### src/common/glitch_pkg.sv
package glitch_pkg;

  // width of one pulse width entry in the table
  localparam int PULSE_W = 16;

  // host register map
  localparam logic [5:0] ADDR_OFFSET     = 6'd0;
  localparam logic [5:0] ADDR_NUM        = 6'd1;
  // 32..63 map onto table entries 0..31
  localparam logic [5:0] ADDR_TABLE_BASE = 6'd32;

  // sequencer configuration, owned by host_regs
  typedef struct packed {
    logic [31:0] offset;
    logic [4:0]  num_glitches;
  } glitch_cfg_t;

  // table entry view of a host data word
  typedef struct packed {
    logic [31-PULSE_W:0] rsvd;
    logic [PULSE_W-1:0]  width;
  } tbl_entry_t;

  // one host data word, decoded by address
  typedef union packed {
    logic [31:0] offset;
    tbl_entry_t  entry;
  } host_word_u;

  typedef struct packed {
    logic [5:0] addr;
    host_word_u data;
  } host_req_t;

  typedef struct packed {
    logic [4:0]         addr;
    logic [PULSE_W-1:0] width;
  } tbl_wr_t;

  typedef struct packed {
    logic       valid;
    logic [4:0] addr;
  } tbl_rd_t;

endpackage

### src/verilog/trigger_resync.sv
module trigger_resync #(
  parameter int pNUM_GLITCH_WIDTH = 5,
  parameter int pSYNC_STAGES = 2
) (
  input  logic                         clk,
  input  logic                         exttrig,
  input  logic                         trig_in,
  input  glitch_pkg::glitch_cfg_t      cfg,
  input  logic                         glitch_go,
  output logic                         fire,
  output logic [pNUM_GLITCH_WIDTH-1:0] index,
  output logic [pNUM_GLITCH_WIDTH-1:0] glitch_done_count,
  output logic                         done,
  output logic                         busy
);

  typedef enum logic [1:0] {
    S_IDLE,
    S_WAIT,
    S_NEXT,
    S_DONE
  } state_t;

  state_t state;

  logic                         trig_q;
  logic                         trig_rise;
  logic                         arm;
  logic [31:0]                  delay_cnt;
  glitch_pkg::glitch_cfg_t      cfg_q;
  logic [pNUM_GLITCH_WIDTH-1:0] num_q;
  logic                         last_glitch;

  // glitch_go synchronizer and edge detect
  logic [pSYNC_STAGES-1:0]      go_pipe;
  logic                         go_prev;
  logic                         go_fall;

  assign trig_rise = trig_in & ~trig_q;
  // a zero glitch count never leaves idle
  assign arm = (state == S_IDLE) && trig_rise && (cfg.num_glitches != '0);
  assign num_q = pNUM_GLITCH_WIDTH'(cfg_q.num_glitches);
  assign last_glitch = (index == num_q - 1'b1);
  assign go_fall = go_prev & ~go_pipe[pSYNC_STAGES-1];
  assign busy = (state != S_IDLE);

  // settings are frozen for the whole run at arm time
  always_ff @(posedge clk) begin
    if (arm) begin
      cfg_q <= cfg;
    end
  end

  // count finished glitches so the run waits for the last pulse
  always_ff @(posedge clk or posedge exttrig) begin
    if (exttrig) begin
      go_pipe <= '0;
      go_prev <= 1'b0;
      glitch_done_count <= '0;
    end else begin
      go_pipe[0] <= glitch_go;
      for (int i = 1; i < pSYNC_STAGES; i++) begin
        go_pipe[i] <= go_pipe[i-1];
      end
      go_prev <= go_pipe[pSYNC_STAGES-1];
      if (state == S_IDLE) begin
        glitch_done_count <= '0;
      end else if (go_fall) begin
        glitch_done_count <= glitch_done_count + 1'b1;
      end
    end
  end

  always_ff @(posedge clk or posedge exttrig) begin
    if (exttrig) begin
      state <= S_IDLE;
      trig_q <= 1'b0;
      delay_cnt <= '0;
      index <= '0;
      fire <= 1'b0;
      done <= 1'b0;
    end else begin
      trig_q <= trig_in;
      fire <= 1'b0;
      done <= 1'b0;
      case (state)
        S_IDLE: begin
          index <= '0;
          delay_cnt <= '0;
          if (arm) begin
            state <= S_WAIT;
          end
        end
        S_WAIT: begin
          // offset+1 cycles from 0 up to offset, then fire
          if (delay_cnt == cfg_q.offset) begin
            fire <= 1'b1;
            delay_cnt <= '0;
            state <= last_glitch ? S_DONE : S_NEXT;
          end else begin
            delay_cnt <= delay_cnt + 1'b1;
          end
        end
        S_NEXT: begin
          // index stays put through fire, steps here
          index <= index + 1'b1;
          state <= S_WAIT;
        end
        S_DONE: begin
          // trigger must be released too, a held trigger stretches the run
          if (!trig_in && (glitch_done_count == num_q)) begin
            done <= 1'b1;
            state <= S_IDLE;
          end
        end
        default: state <= S_IDLE;
      endcase
    end
  end

endmodule

### src/verilog/host_regs.sv
module host_regs (
  input  logic                    clk,
  input  logic                    exttrig,
  input  logic                    req,
  input  glitch_pkg::host_req_t   host_req,
  output logic                    ack,
  output glitch_pkg::glitch_cfg_t cfg,
  output glitch_pkg::tbl_wr_t     tbl_wr,
  output logic                    wr_req,
  input  logic                    wr_gnt
);

  typedef enum logic [1:0] {
    S_IDLE,
    S_REG,
    S_TBL,
    S_ACK
  } state_t;

  state_t state;

  // captured host word, held until the handshake closes
  glitch_pkg::host_req_t hreq_q;

  assign ack = (state == S_ACK);
  assign wr_req = (state == S_TBL);

  // table index is the address above the table base
  always_comb begin
    tbl_wr.addr = hreq_q.addr[4:0];
    tbl_wr.width = hreq_q.data.entry.width;
  end

  always_ff @(posedge clk) begin
    if ((state == S_IDLE) && req) begin
      hreq_q <= host_req;
    end
  end

  always_ff @(posedge clk or posedge exttrig) begin
    if (exttrig) begin
      state <= S_IDLE;
      cfg <= '0;
    end else begin
      case (state)
        S_IDLE: begin
          if (req) begin
            state <= (host_req.addr >= glitch_pkg::ADDR_TABLE_BASE) ? S_TBL : S_REG;
          end
        end
        S_REG: begin
          // unknown register addresses are acked and dropped
          if (hreq_q.addr == glitch_pkg::ADDR_OFFSET) begin
            cfg.offset <= hreq_q.data.offset;
          end else if (hreq_q.addr == glitch_pkg::ADDR_NUM) begin
            // count lives in the low bits of the plain word
            cfg.num_glitches <= hreq_q.data.offset[4:0];
          end
          state <= S_ACK;
        end
        S_TBL: begin
          // memory takes the write on the granted edge
          if (wr_gnt) begin
            state <= S_ACK;
          end
        end
        S_ACK: begin
          if (!req) begin
            state <= S_IDLE;
          end
        end
        default: state <= S_IDLE;
      endcase
    end
  end

endmodule

### src/glitch_table/glitch_table.sv
module glitch_table #(
  parameter int pMAX_GLITCHES = 32
) (
  input  logic                           clk,
  input  logic                           exttrig,
  input  glitch_pkg::tbl_rd_t            tbl_rd,
  output logic [glitch_pkg::PULSE_W-1:0] rd_width,
  input  glitch_pkg::tbl_wr_t            tbl_wr,
  input  logic                           wr_req,
  output logic                           wr_gnt
);

  // every entry starts as a one cycle pulse
  localparam logic [glitch_pkg::PULSE_W-1:0] reset_width =
    {{(glitch_pkg::PULSE_W-1){1'b0}}, 1'b1};

  logic [glitch_pkg::PULSE_W-1:0] mem [pMAX_GLITCHES];

  logic wr_en;

  // single port, the pulse generator read always wins
  assign wr_gnt = wr_req & ~tbl_rd.valid;
  // writes past the table depth are dropped
  assign wr_en = wr_gnt && (tbl_wr.addr < pMAX_GLITCHES);

  always_ff @(posedge clk or posedge exttrig) begin
    if (exttrig) begin
      for (int i = 0; i < pMAX_GLITCHES; i++) begin
        mem[i] <= reset_width;
      end
    end else if (wr_en) begin
      mem[tbl_wr.addr] <= tbl_wr.width;
    end
  end

  // registered read, data valid the cycle after the request
  always_ff @(posedge clk) begin
    if (tbl_rd.valid) begin
      rd_width <= mem[tbl_rd.addr];
    end
  end

endmodule

### src/glitch_pulse/glitch_pulse_gen.sv
module glitch_pulse_gen #(
  parameter int pNUM_GLITCH_WIDTH = 5
) (
  input  logic                           clk,
  input  logic                           exttrig,
  input  logic                           fire,
  input  logic [pNUM_GLITCH_WIDTH-1:0]   index,
  output glitch_pkg::tbl_rd_t            tbl_rd,
  input  logic [glitch_pkg::PULSE_W-1:0] rd_width,
  output logic                           glitch_out,
  output logic                           glitch_go
);

  // read issued last cycle, rd_width is valid now
  logic                           rd_pend;
  logic [glitch_pkg::PULSE_W-1:0] cnt;

  // one-deep slot for a fire that lands during a pulse
  logic                           pend_valid;
  logic [pNUM_GLITCH_WIDTH-1:0]   pend_idx;

  logic can_issue;
  logic issue_pend;
  logic issue_fire;
  logic to_pend;

  // a read may go out in the last cycle of a pulse, leaving one low cycle
  assign can_issue = ~rd_pend && (cnt[glitch_pkg::PULSE_W-1:1] == '0);
  assign issue_pend = can_issue & pend_valid;
  assign issue_fire = can_issue & ~pend_valid & fire;
  assign to_pend = fire & ~issue_fire;

  always_comb begin
    tbl_rd.valid = issue_pend | issue_fire;
    tbl_rd.addr = issue_pend ? pend_idx : index;
  end

  assign glitch_out = (cnt != '0);
  // returned to the sequencer as the finished-glitch strobe
  assign glitch_go = glitch_out;

  always_ff @(posedge clk) begin
    if (to_pend) begin
      pend_idx <= index;
    end
  end

  always_ff @(posedge clk or posedge exttrig) begin
    if (exttrig) begin
      rd_pend <= 1'b0;
      cnt <= '0;
      pend_valid <= 1'b0;
    end else begin
      rd_pend <= tbl_rd.valid;
      // zero width stretched to one cycle
      if (rd_pend) begin
        cnt <= rd_width | {{(glitch_pkg::PULSE_W-1){1'b0}}, (rd_width == '0)};
      end else if (cnt != '0) begin
        cnt <= cnt - 1'b1;
      end
      // slot refilled by a new fire even while it is being promoted
      if (to_pend) begin
        pend_valid <= 1'b1;
      end else if (issue_pend) begin
        pend_valid <= 1'b0;
      end
    end
  end

endmodule

### src/verilog/glitch_top.sv
module glitch_top #(
  parameter int pMAX_GLITCHES = 32,
  parameter int pNUM_GLITCH_WIDTH = 5,
  parameter int pSYNC_STAGES = 2
) (
  input  logic                         clk,
  input  logic                         exttrig,
  input  logic                         trig_in,
  input  logic                         req,
  input  glitch_pkg::host_req_t        host_req,
  output logic                         ack,
  output logic                         glitch_out,
  output logic                         done,
  output logic                         busy,
  output logic [pNUM_GLITCH_WIDTH-1:0] glitch_done_count
);

  glitch_pkg::glitch_cfg_t        cfg;
  glitch_pkg::tbl_wr_t            tbl_wr;
  glitch_pkg::tbl_rd_t            tbl_rd;
  logic                           wr_req;
  logic                           wr_gnt;
  logic [glitch_pkg::PULSE_W-1:0] rd_width;
  logic                           fire;
  logic [pNUM_GLITCH_WIDTH-1:0]   index;
  logic                           glitch_go;

  // host side register port
  host_regs u_host_regs (
    .clk      (clk),
    .exttrig  (exttrig),
    .req      (req),
    .host_req (host_req),
    .ack      (ack),
    .cfg      (cfg),
    .tbl_wr   (tbl_wr),
    .wr_req   (wr_req),
    .wr_gnt   (wr_gnt)
  );

  glitch_table #(
    .pMAX_GLITCHES (pMAX_GLITCHES)
  ) u_glitch_table (
    .clk      (clk),
    .exttrig  (exttrig),
    .tbl_rd   (tbl_rd),
    .rd_width (rd_width),
    .tbl_wr   (tbl_wr),
    .wr_req   (wr_req),
    .wr_gnt   (wr_gnt)
  );

  trigger_resync #(
    .pNUM_GLITCH_WIDTH (pNUM_GLITCH_WIDTH),
    .pSYNC_STAGES      (pSYNC_STAGES)
  ) u_trigger_resync (
    .clk               (clk),
    .exttrig           (exttrig),
    .trig_in           (trig_in),
    .cfg               (cfg),
    .glitch_go         (glitch_go),
    .fire              (fire),
    .index             (index),
    .glitch_done_count (glitch_done_count),
    .done              (done),
    .busy              (busy)
  );

  // pulse output stage
  glitch_pulse_gen #(
    .pNUM_GLITCH_WIDTH (pNUM_GLITCH_WIDTH)
  ) u_glitch_pulse_gen (
    .clk        (clk),
    .exttrig    (exttrig),
    .fire       (fire),
    .index      (index),
    .tbl_rd     (tbl_rd),
    .rd_width   (rd_width),
    .glitch_out (glitch_out),
    .glitch_go  (glitch_go)
  );

endmodule

### config.mk
export PLATFORM = sky130hd
export DESIGN_NAME = glitch_top
export DESIGN_NICKNAME = d
export VERILOG_FILES = /design/src/common/glitch_pkg.sv /design/src/verilog/trigger_resync.sv /design/src/verilog/host_regs.sv /design/src/glitch_table/glitch_table.sv /design/src/glitch_pulse/glitch_pulse_gen.sv /design/src/verilog/glitch_top.sv
export SDC_FILE = /design/constraint.sdc
export NUM_CORES = 2
export LEC_CHECK = 0
export ABC_AREA = 1
export BUFFER_PORTS_ARGS = -buffer_cell sky130_fd_sc_hd__buf_2
export CAP_MARGIN = 20
export CORE_MARGIN = 8
export CORE_UTILIZATION = 50
export CTS_BUF_LIST = sky130_fd_sc_hd__clkbuf_4 sky130_fd_sc_hd__clkbuf_8 sky130_fd_sc_hd__clkbuf_16
export CTS_CLUSTER_DIAMETER = 40
export DETAILED_ROUTE_END_ITERATION = 10
export GPL_TIMING_DRIVEN = 0
export PLACE_DENSITY = 0.77
export SETUP_SLACK_MARGIN = 0.1
export SKIP_LAST_GASP = 1
export SLEW_MARGIN = 20
export SYNTH_ARGS = -nofsm -noshare
export SYNTH_HDL_FRONTEND = slang
export SYNTH_SLANG_ARGS = --single-unit
### constraint.sdc
create_clock -name clk -period 22.7 [get_ports clk]
set_clock_uncertainty 0.05 [all_clocks]
set_input_delay 4.54 -clock clk [delete_from_list [all_inputs] [get_ports clk]]
set_output_delay 4.54 -clock clk [all_outputs]
set_load 0.02 [all_outputs]
Yosys cells after proc, flatten, opt, wreduce, memory -nomap -nowiden
Cells that the tools add are included.

Bits in registers: 715. Input bits: 42. Word-level logic and storage cells: 150.

$add $sub $neg: 5. Magnitude comparators: 4. Equality and inequality tests: 16. Multiplexer cells: 30. Bitwise logic cells: 18. Reduce and logical (&&, ||, !) cells: 24.

Operator list (number): 512-bit bitwise mux (1); 16-bit binary-select mux with 5-bit select (1); 16-bit demux with 5-bit select (1); 16-bit two-way mux (5); 32-bit case mux with 2 select lines (1); 32-bit by 1-bit adder with 32-bit output (second input constant) (1); 32-bit equality test (1); 32-bit two-way mux (1); 6-bit greater-or-equal comparator (second input constant) (3); 16-bit logical NOT (1); 16-bit by 1-bit OR with 16-bit output (1); 2-bit case mux with 4 select lines (2); 16-bit nonzero test (1); 16-bit by 1-bit subtractor with 16-bit output (second input constant) (1); 15-bit logical NOT (1); 5-bit two-way mux (3); 2-bit two-way mux (7); 5-bit inverter with 6-bit output (2); 2-bit nonzero test (6); 5-bit by 1-bit adder with 5-bit output (second input constant) (2); 5-bit equality test (2); 5-bit case mux with 2 select lines (1); 3-bit AND reduction (3); 2-bit equality test (second input constant) (4); 16 further kinds (45).

Logic depth before layout (Yosys ltp)
Depth in word-level cells: 9. Mapped depth: 16. Depth with buffers taken out: 13.

Hierarchy
From an unflattened synthesis, not the netlist that was laid out.

Cell total of the unflattened synthesis: 4081. Area total of the unflattened synthesis: 33306.9 sq um.

By module, submodules not included: glitch_table (instances 1, cells an instance 2985, area an instance 23869.1 sq um, seq. area each 13332.8 sq um); trigger_resync (instances 1, cells an instance 610, area an instance 4795.8 sq um, seq. area each 2362.3 sq um); host_regs (instances 1, cells an instance 262, area an instance 3089.2 sq um, seq. area each 2117.0 sq um); glitch_pulse_gen (instances 1, cells an instance 224, area an instance 1552.7 sq um, seq. area each 600.6 sq um).

Worst setup path before layout
Ideal clock, no wire load.

Path kind: input-to-reg. Start point: input port trig_in. End point: register u_trigger_resync.state[0]. Data arrival time: 5.726 ns. Slack: 16.807 ns. Stages: 6. Buffers on the path: 0. Path through: nand4_1 -> inv_1 -> o21a_1 -> nand2_1 -> nand2_1 -> nand2_1.

Longest elaborated chain between the ends: 5.

Ends and longest elaborated chain: start, declared (line glitch_top.sv:8) `input logic trig_in,`; 1-bit bitwise AND (line trigger_resync.sv:39) `assign trig_rise = trig_in & ~trig_q;`; 1-bit logical AND (2 in series) (line trigger_resync.sv:41) `assign arm = (state == S_IDLE) && trig_rise && (cfg.num_glitches != '0);`; named net u_trigger_resync.arm (line trigger_resync.sv:28) `logic arm;`; 2-bit by 1-bit != test with 1-bit output (no source line); 3-bit AND reduction (no source line); end signal, assigned (line trigger_resync.sv:99) `state <= last_glitch ? S_DONE : S_NEXT;`; end, declared (line trigger_resync.sv:24) `state_t state;`.

The timed path passes the listed nets, and every way through them passes these cells. A chain may end at the register's enable or synchronous reset.

Final worst setup path
Start point: register u_glitch_pulse_gen.cnt[6] (netlist name). End point: output port glitch_out.

Longest elaborated chain between the ends: 1.

Ends and longest elaborated chain: start, declared (line glitch_pulse_gen.sv:16) `logic [glitch_pkg::PULSE_W-1:0] cnt;`; start signal, assigned (line glitch_pulse_gen.sv:57) `cnt <= rd_width | {{(glitch_pkg::PULSE_W-1){1'b0}}, (rd_width == '0)};`; start signal, assigned (line glitch_pulse_gen.sv:59) `cnt <= cnt - 1'b1;`; 16-bit nonzero test (line glitch_pulse_gen.sv:38) `assign glitch_out = (cnt != '0);`; end, declared (line glitch_top.sv:12) `output logic glitch_out,`.

No other way between the ends.

==> impl_metrics.tcl <==
set metrics [dict create \
    cts_buffer_depth 3 \
    synth-simple-area-share_pct 25.0 \
    ff_latch_area_mm2 0.0184 \
    worstPathArrival_ns 1.95 \
    rsz0062_at_grt "false" \
    r2r_start "u_glitch_pulse_gen.rd_pend" \
    grt_pass1_wl_um 175000 \
    drc 0 \
    postSynthAreaPerCell_um2 8.14 \
    post-route-util_pct 58.0 \
    cts_resized 0 \
    use_met1_pct 37.1 \
    die_area_mm2 0.0777 \
    coreArea_mm2 0.0685 \
    worstSetupPathType "flip-flop to output port" \
    synthMuxAreaShare_pct 0.551 \
    area_delta_synth_final_pct 15.1 \
    synth_compound_gate_area_share_pct 9.12 \
    synth_cell_types 53 \
    h-tree-depth 3 \
    root_buffer "clkbuf_16" \
    firstDrtPassIters 7 \
    worstSkewPairLatency_ns 0.69 \
    antenna_cells 0 \
    cts_buffers 103 \
    crit_fanout 4 \
    design_area_mm2 0.0397 \
    crit_top_cell "nor2_1" \
    worst-path-buf-inv 3 \
    slowest_stage "dfrtp_1" \
    cp-start-kind "flip-flop" \
    synth_top_family_by_area "simple AND/OR/NAND/NOR gates" \
    hold_violations 0 \
    fill_cells 6077 \
    num_vias 30800 \
    grt-ovfl-total 0 \
    tns_ns 0 \
    grt_pass1_vias 29500 \
    slew-limit-headroom_pct 22.3 \
    ys_seq_area_share_pct 53.4 \
    grt.busiest_layer "met2" \
    reg2reg_depth 14 \
    max_freq_mhz 153 \
    hold_class "flip-flop to flip-flop" \
    r2r_end "u_glitch_table.rd_width[9]" \
    finalCriticalPeriod_ns 6.54 \
    yosys_register_bits 715 \
    route.final.wire_length_um 116000 \
    fin_ws_ns 16.16 \
    synth_area_leaders "dfrtp_1, nand2_1, edfxtp_1, nand3_1, o21ai_0" \
    place_congestion 1.03 \
    crit_cells 7 \
    use_met3_pct 7.99 \
    powerDensity_mw_per_mm2 106 \
    timing.final.max_slew_violations 0 \
    finalPower_mw 4.22 \
    dp_hpwl_um 81400 \
    max_cap_violations 0 \
    pre_cts_ws_ns 16.62 \
    drtIter0Drc 3955 \
    synth_edf_count 96 \
    drive_gt1_share_pct 11.2 \
    clock-sinks 715 \
    cts_tree "done" \
    cp.required_ns 18.11 \
    max_slew.worst_pin.slew_ns 1.16 \
    synthAdderAreaFrac_pct 0.399 \
    period_share_pct 28.8 \
    ys.flop_type "dfrtp_1" \
    nNetsFinal 4452 \
    initial_core_util_pct 50.4 \
    critical_path.cell_chain "nor2_1, inv_1, nor2_1, inv_1, nor2_1, nand3_1, buf_2" \
    hold_slack_ns 0.248 \
    grt_use_met2_pct 44.4 \
    multi_input_area_mm2 0.0126 \
    antenna_found_initial 1 \
    vias_per_cell 5.73 \
    ir_worst_vdd_v 0.0000766 \
    postCtsSetupRepairBufs 0 \
    async_reset_ff_share_pct 86.6 \
    crit_family "simple AND/OR/NAND/NOR gates" \
    r2r_setup_slack_ns 18.93 \
    ys_warn_count 0 \
    setup.worst_path.end "glitch_out" \
    port-buffer-count 50 \
    setup_viol 0 \
    synth_xor_area_share_pct 1.40 \
    yosys.area.top_type_share_pct 42.6 \
    dp_cells 5176 \
    ant_nets 0 \
    layoutNonFillerInstCount 5371 \
    grt_max_degree 105 \
    cts.clk_slew.worst_paths_ns 0.06 \
    die_y_um 279 \
    boundaryPins 51 \
    die-width_um 279 \
    leakagePower_nw 18.5 \
    placed_cell_area_mm2 0.0361 \
    core.rowCount 96 \
    synth.cell_area_mm2 0.0345 \
    yosysTopAreaCell "dfrtp_1" \
    grt_usage_pct 29.2 \
    endpoint_kind "output port" \
    critPathLaunch "u_glitch_pulse_gen.cnt[6]" \
    status "completed" \
    worst_path_largest_cell_delay_ns 0.41 \
    syn_inst 4237 \
    syn-num-nets 4290 \
    wire_per_inst_um 21.6 \
    ctsHoldBuffers 0 \
]
[layout by cell type, fill, tap and decap left out, types with 15 or more instances in the layout]
cell | netlist | layout
nand2_1 | 1161 | 1161
nand4_1 | 35 | 35
o21ai_0 | 502 | 502
edfxtp_1 | 96 | 96
clkbuf_1 | 133 | 133
nand3b_1 | 53 | 53
clkbuf_16 | 0 | 104
dfstp_2 | 32 | 32
xnor2_1 | 26 | 26
mux2_2 | 16 | 16
nor2_1 | 81 | 81
nor3_1 | 20 | 20
or2_2 | 15 | 15
dfrtp_1 | 587 | 587
buf_2 | 119 | 169
xor2_1 | 29 | 29
buf_4 | 25 | 25
nand3_1 | 556 | 556
inv_1 | 570 | 567
o21ai_1 | 69 | 69
[cell usage after synthesis (3+ instances only)]
library cell,number
ha_1,11
nand2_4,3
mux2_2,16
xor2_1,29
inv_2,4
inv_1,570
edfxtp_1,96
nor2_2,3
o21ai_2,3
o22ai_1,12
nand2_1,1161
nand3b_1,53
buf_6,5
buf_2,119
dfrtp_1,587
o21ai_1,69
clkbuf_1,133
or2_2,15
o21ai_0,502
nor2_1,81
nand2_2,13
nand3_1,556
a31oi_1,3
dfstp_2,32
a21oi_1,12
nor3_1,20
nor4_1,14
buf_4,25
xnor2_1,26
nand4_1,35
[power breakdown]
| group | leakage (nW) | total [mW] | switching [mW] | internal, mW |
|---|---|---|---|---|
| Combinational | 7.68 | 0.754 | 0.488 | 0.266 |
| Clock | 1.78 | 1.68 | 0.657 | 1.02 |
| Sequential | 9.03 | 1.79 | 0.169 | 1.62 |
| Total | 18.5 | 4.22 | 1.31 | 2.90 |
[logic make-up (layout without fill, tap and decap cells)]
| kind of cell | Yosys count | after routing |
|---|---|---|
| compound gates | 614 | 614 |
| xor+xnor | 55 | 55 |
| fa+ha+maj | 11 | 11 |
| buf+inv | 860 | 1112 |
| flops | 715 | 715 |
| mux | 17 | 17 |
| simple gates | 1965 | 1965 |
[how the worst min path moves through the flow]
stage	cells after the start	endpoint	slack, ns	from
floorplan	0	u_trigger_resync.go_pipe[1]	0.28	u_trigger_resync.go_pipe[0]
global placement	0	u_trigger_resync.go_pipe[1]	0.29	u_trigger_resync.go_pipe[0]
detailed placement	0	u_trigger_resync.go_pipe[1]	0.29	u_trigger_resync.go_pipe[0]
CTS	0	u_trigger_resync.go_prev	0.24	u_trigger_resync.go_pipe[1]
global route	0	u_trigger_resync.go_prev	0.26	u_trigger_resync.go_pipe[1]
finish	0	u_trigger_resync.go_prev	0.25	u_trigger_resync.go_pipe[1]
[final cells by class]
class / count / share of cell area [%]
inverters: 576 / 5.46
plain buffers: 284 / 3.39
flip-flops and latches: 715 / 46.3
well taps: 882 / 2.78
clock inverters: 69 / 2.13
clock buffers: 126 / 7.09
repair buffers: 57 / 1.10
multi-input cells: 2662 / 31.7
[state kept, by name (all words and copies together) (netlist names), 5 cells and up]
register / count
u_glitch_pulse_gen.cnt: 16
u_glitch_pulse_gen.pend_idx: 5
u_glitch_table.mem: 512
u_glitch_table.rd_width: 16
u_host_regs.cfg: 37
u_host_regs.hreq_q: 17
u_host_regs.tbl_wr: 21
u_trigger_resync.cfg_q: 32
u_trigger_resync.delay_cnt: 32
u_trigger_resync.glitch_done_count: 5
u_trigger_resync.index: 5
u_trigger_resync.num_q: 5
[per-layer routing]
| layer | wire [µm] | part of all wire (%) | up-vias |
|---|---|---|---|
| li1 | - | - | 13900 |
| met1 | 44500 | 38 | 14700 |
| met2 | 50400 | 43 | 1719 |
| met3 | 13100 | 11 | 433 |
| met4 | 8010 | 6.9 | 2 |
| met5 | 16 | 0.014 | - |
Note: power is estimated with default switching activity, not from simulation.
